<file path="config.mk">
export PLATFORM = sky130hd
export DESIGN_NAME = pet_system
export DESIGN_NICKNAME = d
export VERILOG_FILES = /design/src/hdl/pet_bus_pkg.sv /design/src/hdl/pet_seq_pkg.sv /design/src/hdl/ram_bus_if.sv /design/src/hdl/address_decoder.sv /design/src/hdl/bus_slot_sequencer.sv /design/src/hdl/pet_system.sv /design/src/hdl/wb_ram_port.sv
export VERILOG_INCLUDE_DIRS = /design/src /design/src/include
export SDC_FILE = /design/constraint.sdc
export NUM_CORES = 1
export LEC_CHECK = 0
export BUFFER_PORTS_ARGS = -buffer_cell sky130_fd_sc_hd__clkbuf_2
export CAP_MARGIN = 25
export CORE_MARGIN = 4
export CORE_UTILIZATION = 45
export CTS_BUF_LIST = sky130_fd_sc_hd__clkbuf_16
export DETAILED_ROUTE_END_ITERATION = 16
export GPL_ROUTABILITY_DRIVEN = 1
export PLACE_DENSITY_LB_ADDON = 0.1
export SLEW_MARGIN = 20
export SYNTH_ARGS = -nofsm -noshare
export SYNTH_HDL_FRONTEND = slang
export SYNTH_SLANG_ARGS = --single-unit
</file>
<file path="constraint.sdc">
create_clock -name wb_clock_i -period 3.8 [get_ports wb_clock_i]
set_input_delay 0 -clock wb_clock_i [delete_from_list [all_inputs] [get_ports wb_clock_i]]
set_output_delay 0 -clock wb_clock_i [all_outputs]
set_load 0.02 [all_outputs]
</file>
<file path="src/include/pet_settings.svh">
`ifndef PET_SETTINGS_SVH
`define PET_SETTINGS_SVH

// Bus widths
`define CPU_ADDR_W 16              // 6502 address bus
`define RAM_ADDR_W 17              // 128K SRAM
`define DATA_W     8

// One CPU cycle per slot, Phi2 pulses once per slot
`define SLOT_CYCLES 64

// Wishbone accept to ack, also the drain before the CPU owns the bus
`define WB_LATENCY 3

// Window edges, as slot counter values
`define BE_START   (`WB_LATENCY)   // Last Wishbone cycle has drained
`define BUS_VALID  6               // CPU drives ADDR, RWB and DOUT
`define IO_VALID   8               // SRAM access and transceiver delay met
`define PHI_START  10              // CPU data setup met
`define PHI_END    15              // Minimum Phi2 high time met
`define BE_END     17              // CPU and I/O hold met
`define WB_ADDR_OE 20              // CPU is off the address bus
`define WB_READY   21              // Wishbone may start again

// Grant closes at count 0, so a cycle accepted there still ends
// at `BE_START and never meets the CPU window

`endif

</file>
<file path="src/hdl/pet_bus_pkg.sv">
`default_nettype none

`include "pet_settings.svh"

package pet_bus_pkg;

    typedef logic [`CPU_ADDR_W-1:0] cpu_addr_t;    // Address as the 6502 sees it
    typedef logic [`RAM_ADDR_W-1:0] ram_addr_t;    // SRAM and Wishbone address
    typedef logic [`DATA_W-1:0]     data_t;        // Shared data byte

    // Decoded region of a CPU address
    typedef enum logic [2:0] {
        RAM,        // 0000-8FFF
        ROM,        // 9000-FFFF outside the I/O page, no CPU writes
        PIA1,       // E810-E813
        PIA2,       // E820-E823
        VIA,        // E840-E84F
        IO_OTHER    // Rest of E800-E8FF, transceiver only
    } region_e;

endpackage

`default_nettype wire

</file>
<file path="src/hdl/pet_seq_pkg.sv">
`default_nettype none

`include "pet_settings.svh"

package pet_seq_pkg;

    // Position inside one CPU slot, wraps every `SLOT_CYCLES clocks
    typedef logic [$clog2(`SLOT_CYCLES)-1:0] slot_cnt_t;

    // Wishbone side of the SRAM
    typedef enum logic [1:0] {
        IDLE,       // Waiting for a strobe inside the grant
        ACCESS,     // SRAM strobes out
        ACK         // One clock ack to the host
    } wb_state_e;

endpackage

`default_nettype wire

</file>
<file path="src/hdl/ram_bus_if.sv">
`timescale 1ns/1ps
`default_nettype none

// Wishbone side of the shared SRAM bus
interface ram_bus_if
    import pet_bus_pkg::*;
();

    ram_addr_t addr;        // SRAM address from the Wishbone port
    data_t     wdata;       // Write byte, also out on the CPU data bus
    data_t     rdata;       // Shared data bus as seen at the pins
    logic      oe;          // SRAM read strobe
    logic      we;          // SRAM write strobe
    logic      data_oe;     // FPGA drives the data bus

    // Wishbone port side
    modport port (
        output addr, wdata, oe, we, data_oe,
        input  rdata
    );

    // Pin side in the top level
    modport pins (
        input  addr, wdata, oe, we, data_oe,
        output rdata
    );

endinterface

`default_nettype wire

</file>
<file path="src/hdl/address_decoder.sv">
`timescale 1ns/1ps
`default_nettype none

module address_decoder
    import pet_bus_pkg::*;
(
    input  cpu_addr_t addr_i,
    output region_e   region_o
);

    logic io_page;                      // E800-E8FF

    assign io_page = (addr_i[15:8] == 8'he8);

    // PET memory map
    // ROM is its own region, so the sequencer never writes it
    always_comb begin
        if (io_page) begin
            if (addr_i[7:2] == 6'b0001_00) begin
                region_o = PIA1;        // E810-E813
            end else if (addr_i[7:2] == 6'b0010_00) begin
                region_o = PIA2;        // E820-E823
            end else if (addr_i[7:4] == 4'h4) begin
                region_o = VIA;         // E840-E84F
            end else begin
                region_o = IO_OTHER;
            end
        end else if (addr_i < 16'h9000) begin
            region_o = RAM;
        end else begin
            region_o = ROM;             // Image lives in SRAM too
        end
    end

endmodule

`default_nettype wire

</file>
<file path="src/hdl/bus_slot_sequencer.sv">
`timescale 1ns/1ps
`default_nettype none

`include "pet_settings.svh"

module bus_slot_sequencer
    import pet_bus_pkg::*;
    import pet_seq_pkg::*;
(
    input  logic    wb_clock_i,
    input  logic    rst_n_i,
    input  region_e region_i,       // Decoded CPU address
    input  logic    cpu_we_i,       // CPU RWB, high for write
    output logic    cpu_be_o,       // CPU bus enable
    output logic    cpu_clock_o,    // Phi2
    output logic    wb_grant_o,     // Wishbone may start a cycle
    output logic    addr_oe_o,      // FPGA drives the CPU address bus
    output logic    cpu_ram_oe_o,   // CPU read of RAM or ROM
    output logic    cpu_ram_we_o,   // CPU write of RAM, aligned to Phi2
    output logic    io_oe_o,        // I/O transceiver enable
    output logic    io_valid_o      // Chip selects may assert
);

    localparam slot_cnt_t READY_END  = '0;
    localparam slot_cnt_t BE_START   = slot_cnt_t'(`BE_START);
    localparam slot_cnt_t BUS_VALID  = slot_cnt_t'(`BUS_VALID);
    localparam slot_cnt_t IO_VALID   = slot_cnt_t'(`IO_VALID);
    localparam slot_cnt_t PHI_START  = slot_cnt_t'(`PHI_START);
    localparam slot_cnt_t PHI_END    = slot_cnt_t'(`PHI_END);
    localparam slot_cnt_t BE_END     = slot_cnt_t'(`BE_END);
    localparam slot_cnt_t WB_ADDR_OE = slot_cnt_t'(`WB_ADDR_OE);
    localparam slot_cnt_t WB_READY   = slot_cnt_t'(`WB_READY);

    slot_cnt_t slot_cnt;
    region_e   region_q;            // Region held from BUS_VALID on
    logic      we_q;                // RWB held from BUS_VALID on
    logic      mem_hit;             // RAM or ROM image
    logic      io_hit;              // Anywhere in the I/O page

    assign mem_hit = (region_i == RAM) || (region_i == ROM);
    assign io_hit  = !mem_hit;

    // Free running, one wrap per CPU cycle
    always_ff @(posedge wb_clock_i or negedge rst_n_i) begin
        if (!rst_n_i) begin
            slot_cnt <= '0;
        end else begin
            slot_cnt <= slot_cnt + 1'b1;
        end
    end

    // CPU address and RWB are stable once the bus is valid
    always_ff @(posedge wb_clock_i) begin
        if (slot_cnt == BUS_VALID) begin
            region_q <= region_i;
            we_q     <= cpu_we_i;
        end
    end

    always_ff @(posedge wb_clock_i or negedge rst_n_i) begin
        if (!rst_n_i) begin
            cpu_be_o     <= 1'b0;
            cpu_clock_o  <= 1'b0;
            wb_grant_o   <= 1'b0;       // Stall until the first WB_READY
            addr_oe_o    <= 1'b0;
            cpu_ram_oe_o <= 1'b0;
            cpu_ram_we_o <= 1'b0;
            io_oe_o      <= 1'b0;
            io_valid_o   <= 1'b0;
        end else begin
            case (slot_cnt)
                READY_END:  wb_grant_o <= 1'b0;     // No new Wishbone cycles
                BE_START: begin                     // Wishbone drained
                    cpu_be_o  <= 1'b1;
                    addr_oe_o <= 1'b0;
                end
                BUS_VALID: begin
                    cpu_ram_oe_o <= mem_hit && !cpu_we_i;
                    io_oe_o      <= io_hit;
                end
                IO_VALID:   io_valid_o <= 1'b1;
                PHI_START: begin
                    cpu_clock_o  <= 1'b1;
                    cpu_ram_we_o <= (region_q == RAM) && we_q;  // ROM stays unwritten
                end
                PHI_END: begin
                    cpu_clock_o  <= 1'b0;
                    cpu_ram_we_o <= 1'b0;
                end
                BE_END: begin                       // CPU heads for high-Z
                    cpu_be_o     <= 1'b0;
                    cpu_ram_oe_o <= 1'b0;
                    io_oe_o      <= 1'b0;
                    io_valid_o   <= 1'b0;
                end
                WB_ADDR_OE: addr_oe_o  <= 1'b1;     // FPGA takes the address bus
                WB_READY:   wb_grant_o <= 1'b1;
                default: begin
                end
            endcase
        end
    end

endmodule

`default_nettype wire

</file>
<file path="src/hdl/pet_system.sv">
`timescale 1ns/1ps
`default_nettype none

module pet_system
    import pet_bus_pkg::*;
(
    input  logic      wb_clock_i,
    input  logic      rst_n_i,

    // Wishbone B4 pipelined, host side
    input  ram_addr_t wb_addr_i,
    input  data_t     wb_data_i,
    output data_t     wb_data_o,
    input  logic      wb_we_i,
    input  logic      wb_cycle_i,
    input  logic      wb_strobe_i,
    output logic      wb_stall_o,
    output logic      wb_ack_o,

    // 6502
    output logic      cpu_be_o,
    output logic      cpu_clock_o,  // Phi2
    input  logic      cpu_we_i,
    input  cpu_addr_t cpu_addr_i,
    output cpu_addr_t cpu_addr_o,
    output logic      cpu_addr_oe_o,
    input  data_t     cpu_data_i,   // Shared with the SRAM
    output data_t     cpu_data_o,
    output logic      cpu_data_oe_o,

    // SRAM
    output ram_addr_t ram_addr_o,
    output logic      ram_oe_o,
    output logic      ram_we_o,

    // I/O
    output logic      io_oe_o,
    output logic      pia1_cs_o,
    output logic      pia2_cs_o,
    output logic      via_cs_o
);

    region_e region;
    logic    wb_grant;
    logic    cpu_ram_oe;
    logic    cpu_ram_we;
    logic    io_valid;

    ram_bus_if ram_bus ();

    assign ram_bus.rdata = cpu_data_i;      // Data bus read back from the pins

    address_decoder u_decoder (
        .addr_i   (cpu_addr_i),
        .region_o (region)
    );

    bus_slot_sequencer u_sequencer (
        .wb_clock_i   (wb_clock_i),
        .rst_n_i      (rst_n_i),
        .region_i     (region),
        .cpu_we_i     (cpu_we_i),
        .cpu_be_o     (cpu_be_o),
        .cpu_clock_o  (cpu_clock_o),
        .wb_grant_o   (wb_grant),
        .addr_oe_o    (cpu_addr_oe_o),
        .cpu_ram_oe_o (cpu_ram_oe),
        .cpu_ram_we_o (cpu_ram_we),
        .io_oe_o      (io_oe_o),
        .io_valid_o   (io_valid)
    );

    wb_ram_port u_wb_port (
        .wb_clock_i  (wb_clock_i),
        .rst_n_i     (rst_n_i),
        .wb_addr_i   (wb_addr_i),
        .wb_data_i   (wb_data_i),
        .wb_data_o   (wb_data_o),
        .wb_we_i     (wb_we_i),
        .wb_cycle_i  (wb_cycle_i),
        .wb_strobe_i (wb_strobe_i),
        .wb_stall_o  (wb_stall_o),
        .wb_ack_o    (wb_ack_o),
        .grant_i     (wb_grant),
        .ram         (ram_bus.port)
    );

    // Peers never overlap, so the strobes simply merge
    assign ram_oe_o = cpu_ram_oe || ram_bus.oe;
    assign ram_we_o = cpu_ram_we || ram_bus.we;

    // CPU owns the SRAM address while BE is high, upper bank unused
    assign ram_addr_o    = cpu_be_o ? ram_addr_t'(cpu_addr_i) : ram_bus.addr;
    assign cpu_addr_o    = cpu_addr_t'(ram_bus.addr);
    assign cpu_data_o    = ram_bus.wdata;
    assign cpu_data_oe_o = ram_bus.data_oe;

    assign pia1_cs_o = io_valid && (region == PIA1);
    assign pia2_cs_o = io_valid && (region == PIA2);
    assign via_cs_o  = io_valid && (region == VIA);

endmodule

`default_nettype wire

</file>
<file path="src/hdl/wb_ram_port.sv">
`timescale 1ns/1ps
`default_nettype none

`include "pet_settings.svh"

module wb_ram_port
    import pet_bus_pkg::*;
    import pet_seq_pkg::*;
(
    input  logic      wb_clock_i,
    input  logic      rst_n_i,
    input  ram_addr_t wb_addr_i,
    input  data_t     wb_data_i,
    output data_t     wb_data_o,
    input  logic      wb_we_i,
    input  logic      wb_cycle_i,
    input  logic      wb_strobe_i,
    output logic      wb_stall_o,
    output logic      wb_ack_o,
    input  logic      grant_i,      // Slot window open to Wishbone
    ram_bus_if.port   ram
);

    // SRAM strobes take all but the ack clock
    localparam int              CNT_W       = $clog2(`WB_LATENCY);
    localparam logic [CNT_W-1:0] ACCESS_LAST = CNT_W'(`WB_LATENCY - 2);

    wb_state_e        state;
    logic [CNT_W-1:0] access_cnt;
    logic             we_q;         // Write cycle in flight
    ram_addr_t        addr_q;
    data_t            data_q;
    logic             accept;
    logic             last;         // Final strobe clock

    assign wb_stall_o = !grant_i || (state != IDLE);    // One cycle at a time
    assign accept     = wb_cycle_i && wb_strobe_i && !wb_stall_o;
    assign last       = (state == ACCESS) && (access_cnt == ACCESS_LAST);

    always_ff @(posedge wb_clock_i or negedge rst_n_i) begin
        if (!rst_n_i) begin
            state      <= IDLE;
            access_cnt <= '0;
            we_q       <= 1'b0;
        end else begin
            case (state)
                IDLE: begin
                    if (accept) begin
                        state      <= ACCESS;
                        access_cnt <= '0;
                        we_q       <= wb_we_i;
                    end
                end
                ACCESS: begin
                    if (last) begin
                        state <= ACK;
                    end else begin
                        access_cnt <= access_cnt + 1'b1;
                    end
                end
                default: state <= IDLE;         // ACK lasts one clock
            endcase
        end
    end

    // Request payload and read data
    always_ff @(posedge wb_clock_i) begin
        if (accept) begin
            addr_q <= wb_addr_i;
            data_q <= wb_data_i;
        end
        if (last && !we_q) begin
            wb_data_o <= ram.rdata;     // SRAM output settled by now
        end
    end

    assign ram.addr    = addr_q;
    assign ram.wdata   = data_q;
    assign ram.oe      = (state == ACCESS) && !we_q;
    assign ram.data_oe = (state == ACCESS) && we_q;
    assign ram.we      = last && we_q;  // Data already on the bus a clock
    assign wb_ack_o    = (state == ACK);

endmodule

`default_nettype wire

</file>
==> flow_metrics.tcl <==
set metrics [dict create \
    synth_nets 249 \
    slew_viol_final 0 \
    drt_wl_total_mm 5.69 \
    yosys.area.top_type "edfxtp_1" \
    wl_per_cell_microns 14.3 \
    dieWidth_microns 83.0 \
    crit_buf_inv 1 \
    first_pass_iters 4 \
    hpwl_mm 4.11 \
    drive_gt1_share_pct 45.3 \
    clkTransAtPathRegs_ns 0.07 \
    ir_drop_mv 0.266 \
    vias 1923 \
    fill_cells 456 \
    num_io_pins 116 \
    critPathKind "register to output port" \
    fin_nets 386 \
    slowest_stage "dfrtp_1" \
    worstPathCellList "mux2_2 -> clkbuf_2" \
    clock_latency_ns 0.28 \
    numClockSinks 56 \
    clock_skew_ns 0.00418 \
    hold_class "input pin to register" \
    setup_tns_ns 0 \
    grt_max_degree 28 \
    antenna_found_initial 0 \
    synth_cells 189 \
    power_density_nw_per_um2 467 \
    setup_viol 0 \
    avgViaCountPerCell 4.82 \
    p_leak_nw 1.61 \
    cp_max_fo 20 \
    crit_cells 2 \
    post-place-cells 355 \
    area_delta_synth_final_pct 41.5 \
    fp.dieArea_sq_um 6890 \
    met3_usage_pct 5.75 \
    htree_levels 2 \
    row_count 27 \
    setup_slack_ns 2.10 \
    max_slew_margin_pct 49.1 \
    yosysSeqAreaShare_pct 62.6 \
    pre_cts_ws_ns 2.33 \
    synth_area_sq_um 2530 \
    gr-total-overflow 0 \
    final_cell_count_no_fill 399 \
    start_util_pct 46.3 \
    cp.arrival_ns 1.70 \
    cp.required_ns 3.80 \
    synth_edf_count 37 \
    final_util_pct 65.5 \
    whs_path_depth 3 \
    async_reset_ff_share_pct 33.9 \
    num_antenna_cells 0 \
    cp-end-kind "output port" \
    cts_root_buffer "clkbuf_16" \
    max_stage_delay_ns 0.84 \
    post_cts_resized 0 \
    synth_seq_cells 56 \
    worst_pin_slew_ns 0.763 \
    synthFlopType "edfxtp_1" \
    use_met1_pct 20.1 \
    gp_congestion 0.737 \
    drt_iter0_markers 67 \
    synth_top_area_share_pct 43.9 \
    fmax_ghz 0.587 \
    path_delay_family "flip-flops" \
    cts-buffers-inserted 5 \
    yosysWarningCount 0 \
    drc 0 \
    fin_area_sq_um 3580 \
    synth_commonest_cells "37 x edfxtp_1, 19 x dfrtp_1, 17 x buf_4, 17 x mux2_2, 11 x nand2_1" \
    placed_area_sq_um 3060 \
    avgSynthCellArea_sq_um 13.4 \
    fin_crit_ns 1.70 \
    synth_area_leaders "edfxtp_1 44%, dfrtp_1 19%, mux2_2 7.6%, buf_4 5.0%, ha_1 2.5%" \
    grt.busiest_layer "met2" \
    rsz0062_at_grt "no" \
    coreArea_sq_um 5470 \
    reg2regPathDepth 4 \
    period_share_pct 44.8 \
    worst_setup_path_start_kind "register" \
    grt_use_met2_pct 29.2 \
    portBuffers 115 \
    hold_viol 0 \
    synth_cell_types 34 \
    status "finished, final reports clean" \
    cts_buffer_depth 2 \
    cts_tree "done" \
    synth_most_common_cell "edfxtp_1" \
    grt_pass1_vias 2051 \
    grt_pass1_wl_mm 9.56 \
    drtAntennaViolNets 0 \
    track_usage_pct 16.9 \
    fp.dieH_microns 83.0 \
    drv_cap 0 \
]
placed cells by master, fill, tap and decap left out, drive strengths merged, types with 2 or more instances in the layout:
cell | Yosys | routed
clkbuf | 1 | 120
edfxtp | 37 | 37
dlygate4sd3 | 0 | 36
dfrtp | 19 | 19
mux2 | 17 | 17
nand2 | 11 | 11
o21ai | 9 | 9
nor3 | 8 | 8
inv | 7 | 7
nand3 | 7 | 7
nor2 | 7 | 7
a31oi | 5 | 5
a21oi | 5 | 5
ha | 5 | 5
xnor2 | 4 | 4
nor2b | 4 | 4
and3 | 3 | 3
a21o | 3 | 3
mux2i | 2 | 2
o31ai | 2 | 2
nor3b | 2 | 2
and2 | 2 | 2
clkinv | 0 | 2
nor4b | 2 | 2
final timing paths:
check                      slack [ns]                             endpoint                           startpoint
setup / recovery                 2.10                       ram_addr_o[13]     u_sequencer.cpu_be_o$_DFFE_PN0P_
hold / removal                   0.09    u_sequencer.region_q[0]$_DFFE_PP_                       cpu_addr_i[15]
setup reg to reg                 2.32    u_sequencer.region_q[1]$_DFFE_PP_    u_sequencer.slot_cnt[0]$_DFF_PN0_
hold reg to reg                  0.51  u_wb_port.access_cnt[1]$_DFFE_PN0P_  u_wb_port.access_cnt[1]$_DFFE_PN0P_
max in group asynchronous        3.28  u_wb_port.access_cnt[1]$_DFFE_PN0P_                              rst_n_i
min in group asynchronous        0.20    u_sequencer.slot_cnt[4]$_DFF_PN0_                              rst_n_i
cell families after synthesis:
| family | after synthesis | share of synthesized area [%] |
|---|---|---|
| xor gates and xnor gates | 5 | 1.73 |
| adders and majority gates | 5 | 2.47 |
| buffers and inverters | 29 | 7.02 |
| AOI/OAI and AO/OA | 25 | 5.88 |
| muxes | 19 | 8.35 |
| and+or+nand+nor | 50 | 11.9 |
| DFF | 56 | 62.6 |
state kept, by name, summed over array words and instances, names as in the netlist:
signal and count:
u_sequencer.addr_oe_o 1, u_sequencer.cpu_be_o 1, u_sequencer.cpu_clock_o 1, u_sequencer.cpu_ram_oe_o 1
u_sequencer.cpu_ram_we_o 1, u_sequencer.io_oe_o 1, u_sequencer.io_valid_o 1, u_sequencer.region_q 3
u_sequencer.slot_cnt 6, u_sequencer.wb_grant_o 1, u_sequencer.we_q 1, u_wb_port.access_cnt 2
u_wb_port.ram.addr 17, u_wb_port.ram.wdata 8, u_wb_port.state 2, u_wb_port.wb_data_o 8
u_wb_port.we_q 1
repair_timing:
| item | in CTS | in global routing |
|---|---|---|
| buffers inserted | 0 | 0 |
| hold endpoints to repair | 55 | 0 |
| hold buffers | 36 | 0 |
through the flow:
step           total power, mW  hold slack (ns)
4_1_cts                   1.69           0.0753
3_5_place_dp              1.16          -0.0170
3_3_place_gp              1.15          -0.0207
2_1_floorplan             1.04           -0.296
6_report                  1.67           0.0894
5_1_grt                   1.76           0.0858
area by class of cell:
type | count | area (sq um) | area share (%)
sequential | 56 | 1590 | 44.3
timing repair buffer | 152 | 943 | 26.3
inverter | 7 | 26.3 | 0.733
tap | 72 | 90.1 | 2.51
clock buffer | 5 | 125 | 3.49
clock inverter | 3 | 37.5 | 1.05
multi-input combinational | 104 | 773 | 21.6
power breakdown:
group | switching, mW | total (mW) | internal, mW
logic | 0.243 | 0.404 | 0.161
clock network | 0.194 | 0.501 | 0.306
registers | 0.0386 | 0.770 | 0.731
worst register-to-register path: stages (launching register included):
cell and delay (ns):
dfrtp_1 0.42, inv_1 0.11, ha_1 0.22, nand4b_1 0.22, inv_1 0.21
per-layer routing:
layer | share of wire (%) | routed length (microns) | vias to the layer above
met5 | 0 | 0 | -
met4 | 1.1 | 63 | 0
met3 | 8.0 | 458 | 6
met2 | 50 | 2850 | 66
met1 | 41 | 2320 | 907
li1 | - | - | 944
(Power assumes the default switching activity.)
